[src/ttc_cfg.svh]
// build-time sizing for the timer counter; address fields assume the 4-bit word address adr[5:2]
`ifndef TTC_CFG_SVH
`define TTC_CFG_SVH

// ----------------------------------------
// sizing
// ----------------------------------------
// timer channels, at most 3 with a 2-bit channel field
`define TTC_NUM_CH 3
`define TTC_CNT_W 16
// prescaler counter, wide enough for exponent 15
`define TTC_PS_W 16
`define TTC_CLK_CTRL_W 7
`define TTC_ADR_W 4
`define TTC_DAT_W 32

// ----------------------------------------
// address fields in adr
// ----------------------------------------
`define TTC_CH_HI 3
`define TTC_CH_LO 2
`define TTC_REG_HI 1
`define TTC_REG_LO 0
// channel field value of the shared irq registers
`define TTC_SHARED_CH 2'd3
`define TTC_REG_CLK_CTRL 2'd0
`define TTC_REG_CNTR_CTRL 2'd1
`define TTC_REG_INTERVAL 2'd2
`define TTC_REG_COUNT 2'd3
`define TTC_REG_IRQ_STAT 2'd0
`define TTC_REG_IRQ_EN 2'd1
`endif

[src/ttc_pkg.sv]
// shared types of the timer counter; widths follow ttc_cfg.svh, full-word wishbone only
`include "ttc_cfg.svh"

package ttc_pkg;

  // ----------------------------------------
  // plain vectors
  // ----------------------------------------
  // bit 0 prescale enable, bits 4:1 exponent, bits 6:5 reserved
  typedef logic [`TTC_CLK_CTRL_W-1:0] clk_ctrl_t;
  typedef logic [`TTC_CNT_W-1:0] cnt_t;
  typedef logic [`TTC_PS_W-1:0] ps_cnt_t;
  // one bit per channel
  typedef logic [`TTC_NUM_CH-1:0] ch_mask_t;
  typedef logic [`TTC_ADR_W-1:0] wb_adr_t;
  typedef logic [`TTC_DAT_W-1:0] wb_dat_t;
  typedef logic [`TTC_CH_HI-`TTC_CH_LO:0] ch_idx_t;
  typedef logic [`TTC_REG_HI-`TTC_REG_LO:0] reg_idx_t;

  // ----------------------------------------
  // bus and channel bundles
  // ----------------------------------------
  typedef struct packed {
    logic cyc;
    logic stb;
    logic we;
    wb_adr_t adr;
    wb_dat_t dat;
  } wb_req_t;

  // dat only valid with ack
  typedef struct packed {
    logic ack;
    wb_dat_t dat;
  } wb_rsp_t;

  typedef struct packed {
    logic clk_ctrl_wr;
    clk_ctrl_t clk_ctrl_data;
    logic disabled;
    logic interval_mode;
    logic restart;
    cnt_t interval;
  } ch_cfg_t;

  typedef struct packed {
    cnt_t count;
    clk_ctrl_t clk_ctrl;
    logic evt;
  } ch_stat_t;

  typedef enum logic [1:0] {ch_stopped, ch_restarting, ch_counting} ch_state_e;

endpackage

[src/ttc_count_rst.sv]
// clock control register and restart edge logic; only the first restart cycle drops count_en
`timescale 1ns/100ps

module ttc_count_rst (
  input  logic                 pclk10,
  input  logic                 n_p_reset10,
  input  ttc_pkg::clk_ctrl_t   clk_ctrl_data,
  input  logic                 clk_ctrl_sel,
  input  logic                 restart,
  output logic                 count_en,
  output ttc_pkg::clk_ctrl_t   clk_ctrl
);

  // set while restart is held, so a long restart drops count_en once
  logic restart_seen;

  // ----------------------------------------
  // count enable
  // ----------------------------------------
  always_ff @(posedge pclk10 or negedge n_p_reset10)
  begin
    if (!n_p_reset10)
    begin
      restart_seen <= 1'b0;
      count_en <= 1'b0;
    end
    else if (restart && !restart_seen)
    begin
      restart_seen <= 1'b1;
      count_en <= 1'b0;
    end
    else
    begin
      restart_seen <= restart;
      count_en <= 1'b1;
    end
  end

  // clock control, loads on select and holds otherwise
  always_ff @(posedge pclk10 or negedge n_p_reset10)
  begin
    if (!n_p_reset10)
      clk_ctrl <= '0;
    else if (clk_ctrl_sel)
      clk_ctrl <= clk_ctrl_data;
  end

endmodule

[src/ttc_channel.sv]
// one timer channel: power-of-two prescaler and up counter, no external clock or match outputs
`timescale 1ns/100ps
`include "ttc_cfg.svh"

module ttc_channel (
  input  logic                pclk10,
  input  logic                n_p_reset10,
  input  ttc_pkg::ch_cfg_t    cfg,
  output ttc_pkg::ch_stat_t   stat
);

  logic count_en;
  ttc_pkg::clk_ctrl_t clk_ctrl;
  ttc_pkg::ch_state_e state;
  logic ps_en;
  logic [3:0] ps_exp;
  ttc_pkg::ps_cnt_t ps_cnt_q;
  ttc_pkg::ps_cnt_t ps_lim;
  logic tick;
  logic run;
  logic wrap_hit;
  ttc_pkg::cnt_t cnt_q;
  logic evt_q;

  ttc_count_rst u_count_rst (
    .pclk10        (pclk10),
    .n_p_reset10   (n_p_reset10),
    .clk_ctrl_data (cfg.clk_ctrl_data),
    .clk_ctrl_sel  (cfg.clk_ctrl_wr),
    .restart       (cfg.restart),
    .count_en      (count_en),
    .clk_ctrl      (clk_ctrl)
  );

  // ----------------------------------------
  // channel state
  // ----------------------------------------
  // restarting covers the restart pulse and the dead count_en cycle
  always_comb
  begin
    if (cfg.restart || !count_en)
      state = ttc_pkg::ch_restarting;
    else if (cfg.disabled)
      state = ttc_pkg::ch_stopped;
    else
      state = ttc_pkg::ch_counting;
  end

  assign run = (state == ttc_pkg::ch_counting);

  // ----------------------------------------
  // prescaler
  // ----------------------------------------
  // bits 6:5 of clk_ctrl are ignored here
  assign ps_en = clk_ctrl[0];
  assign ps_exp = clk_ctrl[4:1];
  // terminal count 2^(N+1)-1
  assign ps_lim = ~({`TTC_PS_W{1'b1}} << ({1'b0, ps_exp} + 5'd1));
  // >= so a smaller exponent written mid-count still ticks
  assign tick = !ps_en || (ps_cnt_q >= ps_lim);

  always_ff @(posedge pclk10 or negedge n_p_reset10)
  begin
    if (!n_p_reset10)
      ps_cnt_q <= '0;
    else if (cfg.restart || (run && tick))
      ps_cnt_q <= '0;
    else if (run)
      ps_cnt_q <= ps_cnt_q + 1'b1;
  end

  // ----------------------------------------
  // counter and wrap
  // ----------------------------------------
  // interval mode uses >= so a lowered interval still wraps
  assign wrap_hit = cfg.interval_mode ? (cnt_q >= cfg.interval) : (&cnt_q);

  always_ff @(posedge pclk10 or negedge n_p_reset10)
  begin
    if (!n_p_reset10)
    begin
      cnt_q <= '0;
      evt_q <= 1'b0;
    end
    else
    begin
      evt_q <= 1'b0;
      if (cfg.restart)
        cnt_q <= '0;
      else if (run && tick)
      begin
        if (wrap_hit)
        begin
          cnt_q <= '0;
          evt_q <= 1'b1;
        end
        else
          cnt_q <= cnt_q + 1'b1;
      end
    end
  end

  assign stat = '{count: cnt_q, clk_ctrl: clk_ctrl, evt: evt_q};

  // restart from the register block is always a single pulse
  a_restart_pulse: assert property (@(posedge pclk10) disable iff (!n_p_reset10)
    cfg.restart |=> !cfg.restart);

endmodule

[src/ttc_wb_regs.sv]
// wishbone classic slave with one-cycle ack, no wait states, no err, full 32-bit words only
`timescale 1ns/100ps
`include "ttc_cfg.svh"

module ttc_wb_regs (
  input  logic               pclk10,
  input  logic               n_p_reset10,
  input  ttc_pkg::wb_req_t   wb_req,
  output ttc_pkg::wb_rsp_t   wb_rsp,
  output ttc_pkg::ch_cfg_t   ch_cfg [`TTC_NUM_CH],
  input  ttc_pkg::ch_stat_t  ch_stat [`TTC_NUM_CH],
  input  ttc_pkg::ch_mask_t  irq_status,
  output ttc_pkg::ch_mask_t  irq_enable,
  output logic               status_rd
);

  logic ack_q;
  ttc_pkg::wb_dat_t rdat_q;
  ttc_pkg::wb_dat_t rd_data;
  logic acc;
  logic wr_acc;
  logic rd_acc;
  ttc_pkg::ch_idx_t ch_sel;
  ttc_pkg::reg_idx_t reg_sel;
  ttc_pkg::ch_mask_t dis_q;
  ttc_pkg::ch_mask_t imode_q;
  ttc_pkg::ch_mask_t restart_q;
  ttc_pkg::ch_mask_t enable_q;
  ttc_pkg::cnt_t interval_q [`TTC_NUM_CH];

  // ----------------------------------------
  // decode
  // ----------------------------------------
  // new request only while no ack is out
  assign acc = wb_req.cyc && wb_req.stb && !ack_q;
  assign wr_acc = acc && wb_req.we;
  assign rd_acc = acc && !wb_req.we;
  assign ch_sel = wb_req.adr[`TTC_CH_HI:`TTC_CH_LO];
  assign reg_sel = wb_req.adr[`TTC_REG_HI:`TTC_REG_LO];

  // clear happens on the ack edge, read data sampled before it
  assign status_rd = rd_acc && (ch_sel == `TTC_SHARED_CH) && (reg_sel == `TTC_REG_IRQ_STAT);

  // per-channel config, clk_ctrl write is a same-edge strobe
  always_comb
  begin
    for (int c = 0; c < `TTC_NUM_CH; c++)
    begin
      ch_cfg[c].clk_ctrl_wr = wr_acc && (ch_sel == ttc_pkg::ch_idx_t'(c)) &&
                              (reg_sel == `TTC_REG_CLK_CTRL);
      ch_cfg[c].clk_ctrl_data = wb_req.dat[`TTC_CLK_CTRL_W-1:0];
      ch_cfg[c].disabled = dis_q[c];
      ch_cfg[c].interval_mode = imode_q[c];
      ch_cfg[c].restart = restart_q[c];
      ch_cfg[c].interval = interval_q[c];
    end
  end

  // read mux, unmapped addresses give 0
  always_comb
  begin
    rd_data = '0;
    if (ch_sel == `TTC_SHARED_CH)
    begin
      if (reg_sel == `TTC_REG_IRQ_STAT)
        rd_data = ttc_pkg::wb_dat_t'(irq_status);
      else if (reg_sel == `TTC_REG_IRQ_EN)
        rd_data = ttc_pkg::wb_dat_t'(enable_q);
    end
    for (int c = 0; c < `TTC_NUM_CH; c++)
    begin
      if (ch_sel == ttc_pkg::ch_idx_t'(c))
      begin
        case (reg_sel)
          `TTC_REG_CLK_CTRL: rd_data = ttc_pkg::wb_dat_t'(ch_stat[c].clk_ctrl);
          // restart bit reads back as 0
          `TTC_REG_CNTR_CTRL: rd_data = ttc_pkg::wb_dat_t'({imode_q[c], dis_q[c]});
          `TTC_REG_INTERVAL: rd_data = ttc_pkg::wb_dat_t'(interval_q[c]);
          `TTC_REG_COUNT: rd_data = ttc_pkg::wb_dat_t'(ch_stat[c].count);
          default: rd_data = '0;
        endcase
      end
    end
  end

  // ----------------------------------------
  // registers
  // ----------------------------------------
  always_ff @(posedge pclk10 or negedge n_p_reset10)
  begin
    if (!n_p_reset10)
    begin
      ack_q <= 1'b0;
      rdat_q <= '0;
      dis_q <= '0;
      imode_q <= '0;
      restart_q <= '0;
      enable_q <= '0;
      for (int c = 0; c < `TTC_NUM_CH; c++)
        interval_q[c] <= '0;
    end
    else
    begin
      ack_q <= acc;
      // restart lives one cycle only
      restart_q <= '0;
      if (rd_acc)
        rdat_q <= rd_data;
      if (wr_acc && (ch_sel == `TTC_SHARED_CH) && (reg_sel == `TTC_REG_IRQ_EN))
        enable_q <= wb_req.dat[`TTC_NUM_CH-1:0];
      for (int c = 0; c < `TTC_NUM_CH; c++)
      begin
        if (wr_acc && (ch_sel == ttc_pkg::ch_idx_t'(c)))
        begin
          if (reg_sel == `TTC_REG_CNTR_CTRL)
          begin
            // bit 0 disable, bit 1 interval mode, bit 2 restart
            dis_q[c] <= wb_req.dat[0];
            imode_q[c] <= wb_req.dat[1];
            restart_q[c] <= wb_req.dat[2];
          end
          else if (reg_sel == `TTC_REG_INTERVAL)
            interval_q[c] <= wb_req.dat[`TTC_CNT_W-1:0];
        end
      end
    end
  end

  assign wb_rsp = '{ack: ack_q, dat: rdat_q};
  assign irq_enable = enable_q;

  // single-cycle ack even when the master keeps stb up
  a_ack_single: assert property (@(posedge pclk10) disable iff (!n_p_reset10)
    (wb_rsp.ack && wb_req.stb) |=> !wb_rsp.ack);

endmodule

[src/ttc_irq_combine.sv]
// sticky per-channel status with clear-on-read; irq lags status by one registered stage
`timescale 1ns/100ps
`include "ttc_cfg.svh"

module ttc_irq_combine (
  input  logic                pclk10,
  input  logic                n_p_reset10,
  input  ttc_pkg::ch_mask_t   events,
  input  logic                status_rd,
  input  ttc_pkg::ch_mask_t   enable,
  output ttc_pkg::ch_mask_t   status,
  output logic                irq
);

  ttc_pkg::ch_mask_t status_q;
  ttc_pkg::ch_mask_t status_nxt;
  ttc_pkg::ch_mask_t clr_mask;
  logic irq_q;

  // ----------------------------------------
  // sticky status
  // ----------------------------------------
  // read clears all bits at once
  assign clr_mask = {`TTC_NUM_CH{status_rd}};

  // new event on the clear cycle survives
  assign status_nxt = (status_q & ~clr_mask) | events;

  always_ff @(posedge pclk10 or negedge n_p_reset10)
  begin
    if (!n_p_reset10)
      status_q <= '0;
    else
      status_q <= status_nxt;
  end

  // ----------------------------------------
  // interrupt line
  // ----------------------------------------
  // masked OR of the current status, one cycle behind it
  always_ff @(posedge pclk10 or negedge n_p_reset10)
  begin
    if (!n_p_reset10)
      irq_q <= 1'b0;
    else
      irq_q <= |(status_q & enable);
  end

  assign status = status_q;
  assign irq = irq_q;

endmodule

[src/ttc_top.sv]
// triple timer counter top; single clock domain, wishbone classic slave, one level irq output
`timescale 1ns/100ps
`include "ttc_cfg.svh"

module ttc_top (
  input  logic               pclk10,
  input  logic               n_p_reset10,
  input  ttc_pkg::wb_req_t   wb_req,
  output ttc_pkg::wb_rsp_t   wb_rsp,
  output logic               irq
);

  ttc_pkg::ch_cfg_t ch_cfg [`TTC_NUM_CH];
  ttc_pkg::ch_stat_t ch_stat [`TTC_NUM_CH];
  ttc_pkg::ch_mask_t events;
  ttc_pkg::ch_mask_t irq_status;
  ttc_pkg::ch_mask_t irq_enable;
  logic status_rd;

  // ----------------------------------------
  // register block
  // ----------------------------------------
  ttc_wb_regs u_regs (
    .pclk10      (pclk10),
    .n_p_reset10 (n_p_reset10),
    .wb_req      (wb_req),
    .wb_rsp      (wb_rsp),
    .ch_cfg      (ch_cfg),
    .ch_stat     (ch_stat),
    .irq_status  (irq_status),
    .irq_enable  (irq_enable),
    .status_rd   (status_rd)
  );

  // identical channels, event bits gathered into one mask
  for (genvar c = 0; c < `TTC_NUM_CH; c++)
  begin : g_ch
    ttc_channel u_channel (
      .pclk10      (pclk10),
      .n_p_reset10 (n_p_reset10),
      .cfg         (ch_cfg[c]),
      .stat        (ch_stat[c])
    );
    assign events[c] = ch_stat[c].evt;
  end

  // interrupt status and line
  ttc_irq_combine u_irq (
    .pclk10      (pclk10),
    .n_p_reset10 (n_p_reset10),
    .events      (events),
    .status_rd   (status_rd),
    .enable      (irq_enable),
    .status      (irq_status),
    .irq         (irq)
  );

endmodule

[config.mk]
export PLATFORM = sky130hd
export DESIGN_NAME = ttc_top
export DESIGN_NICKNAME = d
export VERILOG_FILES = /design/src/ttc_pkg.sv /design/src/ttc_count_rst.sv /design/src/ttc_channel.sv /design/src/ttc_wb_regs.sv /design/src/ttc_irq_combine.sv /design/src/ttc_top.sv
export VERILOG_INCLUDE_DIRS = /design/src
export SDC_FILE = /design/constraint.sdc
export NUM_CORES = 1
export LEC_CHECK = 0
export ABC_AREA = 1
export BUFFER_PORTS_ARGS = -buffer_cell sky130_fd_sc_hd__buf_2
export CORE_ASPECT_RATIO = 0.9
export CORE_UTILIZATION = 55
export DETAILED_ROUTE_END_ITERATION = 16
export HOLD_SLACK_MARGIN = 0.1
export MAX_ROUTING_LAYER = met4
export PLACE_DENSITY = 0.78
export SYNTH_ARGS = -nofsm -noshare
export SYNTH_HDL_FRONTEND = slang
export SYNTH_SLANG_ARGS = --single-unit
[constraint.sdc]
create_clock -name pclk10 -period 4.2 [get_ports pclk10]
set_input_delay 0.21 -clock pclk10 [delete_from_list [all_inputs] [get_ports pclk10]]
set_output_delay 0.21 -clock pclk10 [all_outputs]
set_load 0.01 [all_outputs]
* Yosys cells after proc, flatten, opt, wreduce, memory -nomap -nowiden
Cells that the tools add are included.
** Word-level totals
- Input bits :: 41
- Register bits :: 223
** Cells by class
- Eq/ne operators :: 9
- $lt $le $gt $ge :: 6
- Mux-type cells :: 52
- Shifts and indexed selects :: 3
- Reduce and logical (&&, ||, !) cells :: 58
- Bitwise gates (word level) :: 8
- $add $sub $neg :: 9
** Operators by type and width (count)
- 32-bit case mux with 4 select lines :: 3
- 16-bit two-way mux :: 15
- 32-bit two-way mux :: 5
- 16-bit by 1-bit adder with 16-bit output, second input constant :: 6
- 16-bit greater-or-equal comparator :: 6
- 16-bit inverter :: 3
- 16-bit AND reduction :: 3
- 16-bit by 5-bit left shift with 16-bit output, first input constant :: 3
- 1-bit two-way mux :: 22
- 1-bit logical AND :: 20
- 4-bit by 1-bit adder with 5-bit output, second input constant :: 3
- 2-bit == test, second input constant :: 7
- 2-bit two-way mux :: 6
- 2-bit nonzero test :: 6
- 1-bit zero test :: 11
- 1-bit logical OR :: 9
- 3-bit AND reduction :: 3
- 3-bit bitwise AND :: 2
- 2-bit AND reduction :: 3
- 2-bit by 1-bit == test with 1-bit output, second input constant :: 2
- 2-bit zero test :: 2
- 3-bit two-way mux :: 1
- 3-bit inverter :: 1
- 3-bit bitwise OR :: 1
- 2 further kinds :: 2

* Logic depth before layout (Yosys ltp)
- Depth after elaboration :: 8
- Depth in mapped cells :: 22
- Mapped depth without buffers :: 21

* Hierarchy
A second synthesis with hierarchy kept.
** Second synthesis, totals
- Cells, all modules :: 1994
- Area, all modules :: 14478.9 um^2
** Modules (own cells, without submodules)
- ttc_channel at g_ch[0].u_channel ... :: area each 3001.6 um^2, seq. area each 825.8 um^2, cells an instance 422, instances 2
- ttc_wb_regs :: area each 4370.4 um^2, seq. area each 1926.8 um^2, cells an instance 612, instances 1
- ttc_channel at g_ch[1].u_channel :: area each 2964.1 um^2, seq. area each 825.8 um^2, cells an instance 419, instances 1
- ttc_count_rst :: area each 330.3 um^2, seq. area each 225.2 um^2, cells an instance 35, instances 3
- ttc_irq_combine :: area each 150.1 um^2, seq. area each 100.1 um^2, cells an instance 14, instances 1

* Worst setup path before layout
OpenSTA, ideal clock, no wires.
- Path type :: reg-to-reg
- From :: reg g_ch[1].u_channel.u_count_rst.clk_ctrl[1]
- To :: reg g_ch[1].u_channel.ps_cnt_q[8]
- Path slack :: 1.576 ns
- Data arrival time :: 2.552 ns
- Setup time :: 0.071 ns
- Cell stages (with the launch flop) :: 19
- Cells stage by stage :: dfrtp_1 ha_1 inv_1 ha_1 nand2_1 nand2_1 a21oi_1 inv_1 ha_1 nand2_1 inv_1 o21ai_0 nand4_1 nor2_1 nand2_1 a21oi_1 buf_2 nand2_1 nor2_1
** On the way
- Word-level cells in the longest chain between the ends :: 8
** RTL lines
- start, declared :: RTL line ttc_count_rst.sv:11 : output ttc_pkg::clk_ctrl_t clk_ctrl
- start signal, assigned :: RTL line ttc_count_rst.sv:45 : clk_ctrl <= clk_ctrl_data;
- 4-bit by 1-bit adder with 5-bit output * :: RTL line ttc_channel.sv:58 : assign ps_lim = ~({`TTC_PS_W{1'b1}} << ({1'b0, ps_exp} + 5'd1));
- 16-bit by 5-bit left shift with 16-bit output * :: RTL line ttc_channel.sv:58
- 16-bit inverter * :: RTL line ttc_channel.sv:58
- 16-bit greater-or-equal comparator * :: RTL line ttc_channel.sv:60 : assign tick = !ps_en || (ps_cnt_q >= ps_lim);
- 1-bit logical OR * :: RTL line ttc_channel.sv:60
- 1-bit logical AND * :: RTL line ttc_channel.sv:66 : else if (cfg.restart || (run && tick))
- 1-bit logical OR * :: RTL line ttc_channel.sv:66
- 16-bit two-way mux / 2-bit nonzero test (equally long branches)
- end signal, assigned :: RTL line ttc_channel.sv:69 : ps_cnt_q <= ps_cnt_q + 1'b1;
- end, declared :: RTL line ttc_channel.sv:17 : ttc_pkg::ps_cnt_t ps_cnt_q;
Every way passes the cells marked *; elsewhere a longest branch is shown, timed or not.
A chain may end at the register's enable or synchronous reset.

* Final worst setup path
- From :: reg g_ch[1].u_channel.u_count_rst.clk_ctrl[3]
- To :: reg g_ch[1].u_channel.cnt_q[10]
** On the way
- Word-level cells in the longest chain between the ends :: 7
** RTL lines
- 4-bit by 1-bit adder with 5-bit output :: RTL line ttc_channel.sv:58
- 16-bit by 5-bit left shift with 16-bit output :: RTL line ttc_channel.sv:58
- 16-bit inverter :: RTL line ttc_channel.sv:58
- 16-bit greater-or-equal comparator :: RTL line ttc_channel.sv:60
- 1-bit logical OR :: RTL line ttc_channel.sv:60
- 1-bit logical AND :: RTL line ttc_channel.sv:90 : else if (run && tick)
- 2-bit nonzero test (no line)
- end signal, assigned :: RTL line ttc_channel.sv:98 : cnt_q <= cnt_q + 1'b1;
- end, declared :: RTL line ttc_channel.sv:22 : ttc_pkg::cnt_t cnt_q;
No other way between the ends.

==> metrics list <==
- Run status: complete, no violations
- Number of antenna violations at the first check in global routing: 1
- Among all flip-flop cells after synthesis, the most frequent one is sky130_fd_sc_hd__dfrtp_1.
* Post-synthesis share of cell area spent on and, or, nand and nor gates: 0.2643
* Worst R2R End: g_ch[1].u_channel.cnt_q[10]$_DFFE_PN0P_
* # port buffers: 42
* # DRC: 0
- X dimension of the die: 167.2 microns
* Fraction of registers with async set/reset: 1.000
- Die Height: 150.7 microns
- Die area: about 25000 sq um
* Lkg Pwr: 7.333 nW
- Syn-to-layout area delta: 10.31%
* Kind of cell adding the most delay to the critical path: simple AND/OR/NAND/NOR gates
- Adder and majority gate portion of the synthesized area: 0.1038
- Clock tree skew after final layout: 0.009200 ns
* Aggregate global routing overflow: 0
- In this run the clock root is driven by a sky130_fd_sc_hd__clkbuf_16.
- Count of buffering cells on the critical path with inverters included: 4
- Final count of hold timing violations: 0
- Max-cap violations: 0
- Most Used Layer, Global Route: met2
* Worst hold slack across all endpoints: between 0.1 and 0.15 ns
- Synth Area per Inst: ~7.5 sq um
- For this run, the share of the core covered by cells in the final layout is 0.6159.
- Multi-input combinational cell area: between 7000 and 8000 sq um
- Setup repair after global routing left no endpoint under its margin.
* CP max stage cell: sky130_fd_sc_hd__dfrtp_1
* Setup WS pre-CTS: 0.9014 ns
- Number of pins exceeding their max-slew limit in the final report: 0
- For this block, the initial DRC count from the detailed router was between 1000 and 1500.
- The share of synthesized area in the top cell type comes to 0.3835.
- By area, the combinational part of the netlist is dominated by simple AND/OR/NAND/NOR gates.
- Part of the Yosys area used for sequential elements: 0.3835
- Post-detailed-route count of antenna-violating nets: 0
- Hold/Removal Path Class: in2reg
- The clock net in this run drives a total of 207 sinks.
- The clock period could shrink to 3.403 ns.
- TritonCTS clock tree: yes
* End point of the worst hold path: u_regs.restart_q[1]$_DFF_PN0_
- Category of the most critical setup path: reg2reg
- In this run, post-CTS repair resized a total of 0 instances.
- The first global-routing pass estimated roughly 56 mm of wire.
- Row Count: 54
- Number of warnings reported in the yosys synthesis log: 0
- Startpoint of the most critical hold path: wb_req[2]
* Instance count along the most critical hold path: 3
- Vias in the first global route: about 11000
* Startpoint type of the worst setup path: flip-flop
* Placeable core area: 24190 sq um
* Critical path's most frequent cell: sky130_fd_sc_hd__nand2_1
- Synthesis produced a netlist whose cell count is 1793.
* Largest net degree at the start of global routing: 93
- Of the total synthesized cell area, the portion taken by XOR and XNOR cells is 0.03178.
- Dividing the final minimum period by the clock period gives 0.8101.
* Total negative setup slack: 0 ns
* Synth Area in Compound Gates: 0.1219
* FILL cells: 2154
- Number of endpoints failing setup at the final stage: 0
- Flip-flop and latch count after synthesis: about 210
- In the global route stage, met1 resource usage came out at 0.3762.
- For the worst flop-to-flop path, the logic depth is 18.
- Deepest clock path buffer count: 3
* Multiplexer share of the synthesized area: 0
- Clk slew on worst S/H paths: 0.06 ns
- Power comes to ~0.0063 W.
* WL final: 34.59 mm
* IR drop worst, VDD: approximately 0.00032 V
* Slew Limit Headroom: 0.3452
- Of the cells placed in the final design, the portion with a size suffix greater than 1 is 0.07411.
* Number of enable-type register cells in the synthesized netlist: 0
* Slew of the pin with the lowest slew margin: 0.9795 ns
* Routed via count: roughly 12000
- Yosys mapped the design onto 51 distinct sky130hd cell types.
- In this run the critical register-to-register path is launched from g_ch[1].u_channel.u_count_rst.clk_ctrl[3]$_DFFE_PN0P_.
* PnR worst setup slack: 0.7974 ns
- Total power per unit cell area: around 420 nW/um^2
- The largest total area in the synthesized netlist belongs to sky130_fd_sc_hd__dfrtp_1.
- The library cells used most frequently in the layout, excluding fill and tap cells, are 466 x sky130_fd_sc_hd__nand2_1, 242 x sky130_fd_sc_hd__inv_1, 207 x sky130_fd_sc_hd__dfrtp_1.
* Endpoint class of the critical path: flip-flop
* Number of buffers created by CTS: 24
* I/O pin total: 75
* Ranking of synthesized cells by area: sky130_fd_sc_hd__dfrtp_1 38%, sky130_fd_sc_hd__nand2_1 13%, sky130_fd_sc_hd__ha_1 10%
* Deepest level of the CTS H-tree: 1
* Crit-path max FO: 18
* Maximum operating frequency: 293.9 MHz
- Setup slack of the most critical reg-to-reg path: between 0.7 and 0.8 ns
- After detailed routing, the number of vias per cell comes to 5.628.
- FF/Latch Area: just over 5000 sq um
* Drt pass-1 iters: 6
- At the end of the flow, the number of nets in the layout was approximately 2000.
- Critical path data required time: 4.61 ns
- For this run, global-route usage on met2 was measured as 0.4500.
- The library cell used most frequently in the layout, excluding fill and tap cells, is sky130_fd_sc_hd__nand2_1.
* Global router's overall resource usage: 0.2859
- Detailed placement HPWL: 24.93 mm
- Placer's final routability congestion estimate: 0.9024
- The mapped netlist covers around 14000 sq um.
* Clock latency of the later-clocked register in the worst-skew pair: 0.52 ns
- The signal on the critical path passes through nand3_1 -> xor2_1 -> inv_1 -> nor2_1 -> inv_1 -> nand2_1 -> a21oi_1 -> inv_1 -> ha_1 -> nand2_1 -> inv_1 -> o21ai_0 -> nand4_1 -> nor2_1 -> nand2_1 -> nand2_1 -> nand2_1 -> o21ai_0.
- Met3 track demand over resource: 0.03470
- Max stage delay on crit path: just under 0.5 ns
* CP arrival: 3.81 ns
- Initial Utilization: 0.5583
- Average detailed-routed wire length per instance: 15.93 microns
==> worst max-delay path by stage <==
stage / slack, ns / cells past startpoint / start / endpoint
floorplan: 1.58 / 18 / g_ch[1].u_channel.u_count_rst.clk_ctrl[1]$_DFFE_PN0P_ / g_ch[1].u_channel.ps_cnt_q[8]$_DFFE_PN0P_
global placement: 0.99 / 20 / g_ch[0].u_channel.u_count_rst.clk_ctrl[3]$_DFFE_PN0P_ / g_ch[0].u_channel.cnt_q[13]$_DFFE_PN0P_
detailed placement: 0.90 / 18 / g_ch[1].u_channel.u_count_rst.clk_ctrl[3]$_DFFE_PN0P_ / g_ch[1].u_channel.cnt_q[2]$_DFFE_PN0P_
CTS: 0.85 / 18 / g_ch[1].u_channel.u_count_rst.clk_ctrl[3]$_DFFE_PN0P_ / g_ch[1].u_channel.cnt_q[10]$_DFFE_PN0P_
global route: 0.43 / 18 / g_ch[1].u_channel.u_count_rst.clk_ctrl[3]$_DFFE_PN0P_ / g_ch[1].u_channel.cnt_q[10]$_DFFE_PN0P_
finish: 0.80 / 18 / g_ch[1].u_channel.u_count_rst.clk_ctrl[3]$_DFFE_PN0P_ / g_ch[1].u_channel.cnt_q[10]$_DFFE_PN0P_
==> power by group <==
part | internal [W] | total (W) | switching [W]
Combinational | 0.000617 | 0.00168 | 0.00107
Clock | 0.00126 | 0.00210 | 0.000846
Sequential | 0.00224 | 0.00252 | 0.000281
Total | 0.00412 | 0.00631 | 0.00219
==> metrics by stage <==
step,instance area [sq um],std cells
CTS,14900,2170
finish,14900,2171
floorplan,13560,1808
global placement,13960,2112
detailed placement,13960,2112
global route,14900,2171
==> layer usage <==
layer / share of wire / wire length, microns / up-vias
met3: 0.056 / 1934 / 94
met4: 0.039 / 1341 / 0
met5: 0 / 0 / -
met2: 0.45 / 15580 / 422
met1: 0.45 / 15720 / 5773
li1: - / - / 5929
==> synthesized netlist by cell type (19+ instances only) <==
cell type / count
sky130_fd_sc_hd__clkbuf_1: 23
sky130_fd_sc_hd__inv_1: 242
sky130_fd_sc_hd__xor2_1: 44
sky130_fd_sc_hd__o22ai_1: 29
sky130_fd_sc_hd__dfrtp_1: 207
sky130_fd_sc_hd__buf_4: 19
sky130_fd_sc_hd__nor2_1: 143
sky130_fd_sc_hd__o21ai_0: 137
sky130_fd_sc_hd__ha_1: 112
sky130_fd_sc_hd__nand4_1: 41
sky130_fd_sc_hd__nand3_1: 74
sky130_fd_sc_hd__nor3_1: 32
sky130_fd_sc_hd__a21oi_1: 84
sky130_fd_sc_hd__nand2_1: 466
==> sequential cells by signal, summed over array words and instances (netlist names) <==
signal / count
u_regs.rdat_q: 16
u_regs.irq_enable: 3
u_regs.ch_cfg: 48
g_ch.u_channel.ps_cnt_q: 48
g_ch.u_channel.u_count_rst.restart_seen: 3
u_irq.irq: 1
u_regs.imode_q: 3
u_regs.dis_q: 3
u_irq.status: 3
g_ch.u_channel.u_count_rst.count_en: 3
g_ch.u_channel.cnt_q: 48
u_regs.restart_q: 3
u_regs.ack_q: 1
g_ch.u_channel.evt_q: 3
g_ch.u_channel.u_count_rst.clk_ctrl: 21
==> area by class of cell <==
type | count | share of cell area
inverters | 249 | 0.06274
multi-input cells | 1290 | 0.4770
flip-flops and latches | 207 | 0.3477
clock buffers | 32 | 0.04577
repair buffers | 73 | 0.03368
clock inverters | 11 | 0.007055
diodes | 1 | 0.0001680
well taps | 308 | 0.02587
==> worst register-to-register path, delay by kind of cell (launching register included) <==
| family | cells | cell delay (ns) |
|---|---|---|
| AOI/OAI and AO/OA | 3 | 0.58 |
| xor gates and xnor gates | 1 | 0.21 |
| adders and majority gates | 1 | 0.23 |
| buffers and inverters | 4 | 0.36 |
| DFF | 1 | 0.49 |
| and+or+nand+nor | 9 | 1.43 |
==> timing repair <==
| action | 4_1_cts | 5_1_grt |
|---|---|---|
| hold buffers | 15 | 0 |
| setup buffers | 0 | 0 |
| setup endpoints to repair | 0 | 0 |
| hold endpoints to repair | 126 | 0 |
==> logic make-up after synthesis <==
logic type | after synthesis
other cells | 1
buf+inv | 311
compound gates | 296
fa+ha+maj | 112
simple gates | 817
flops | 207
xor+xnor | 49
Note: power is estimated with default switching activity, not from simulation.
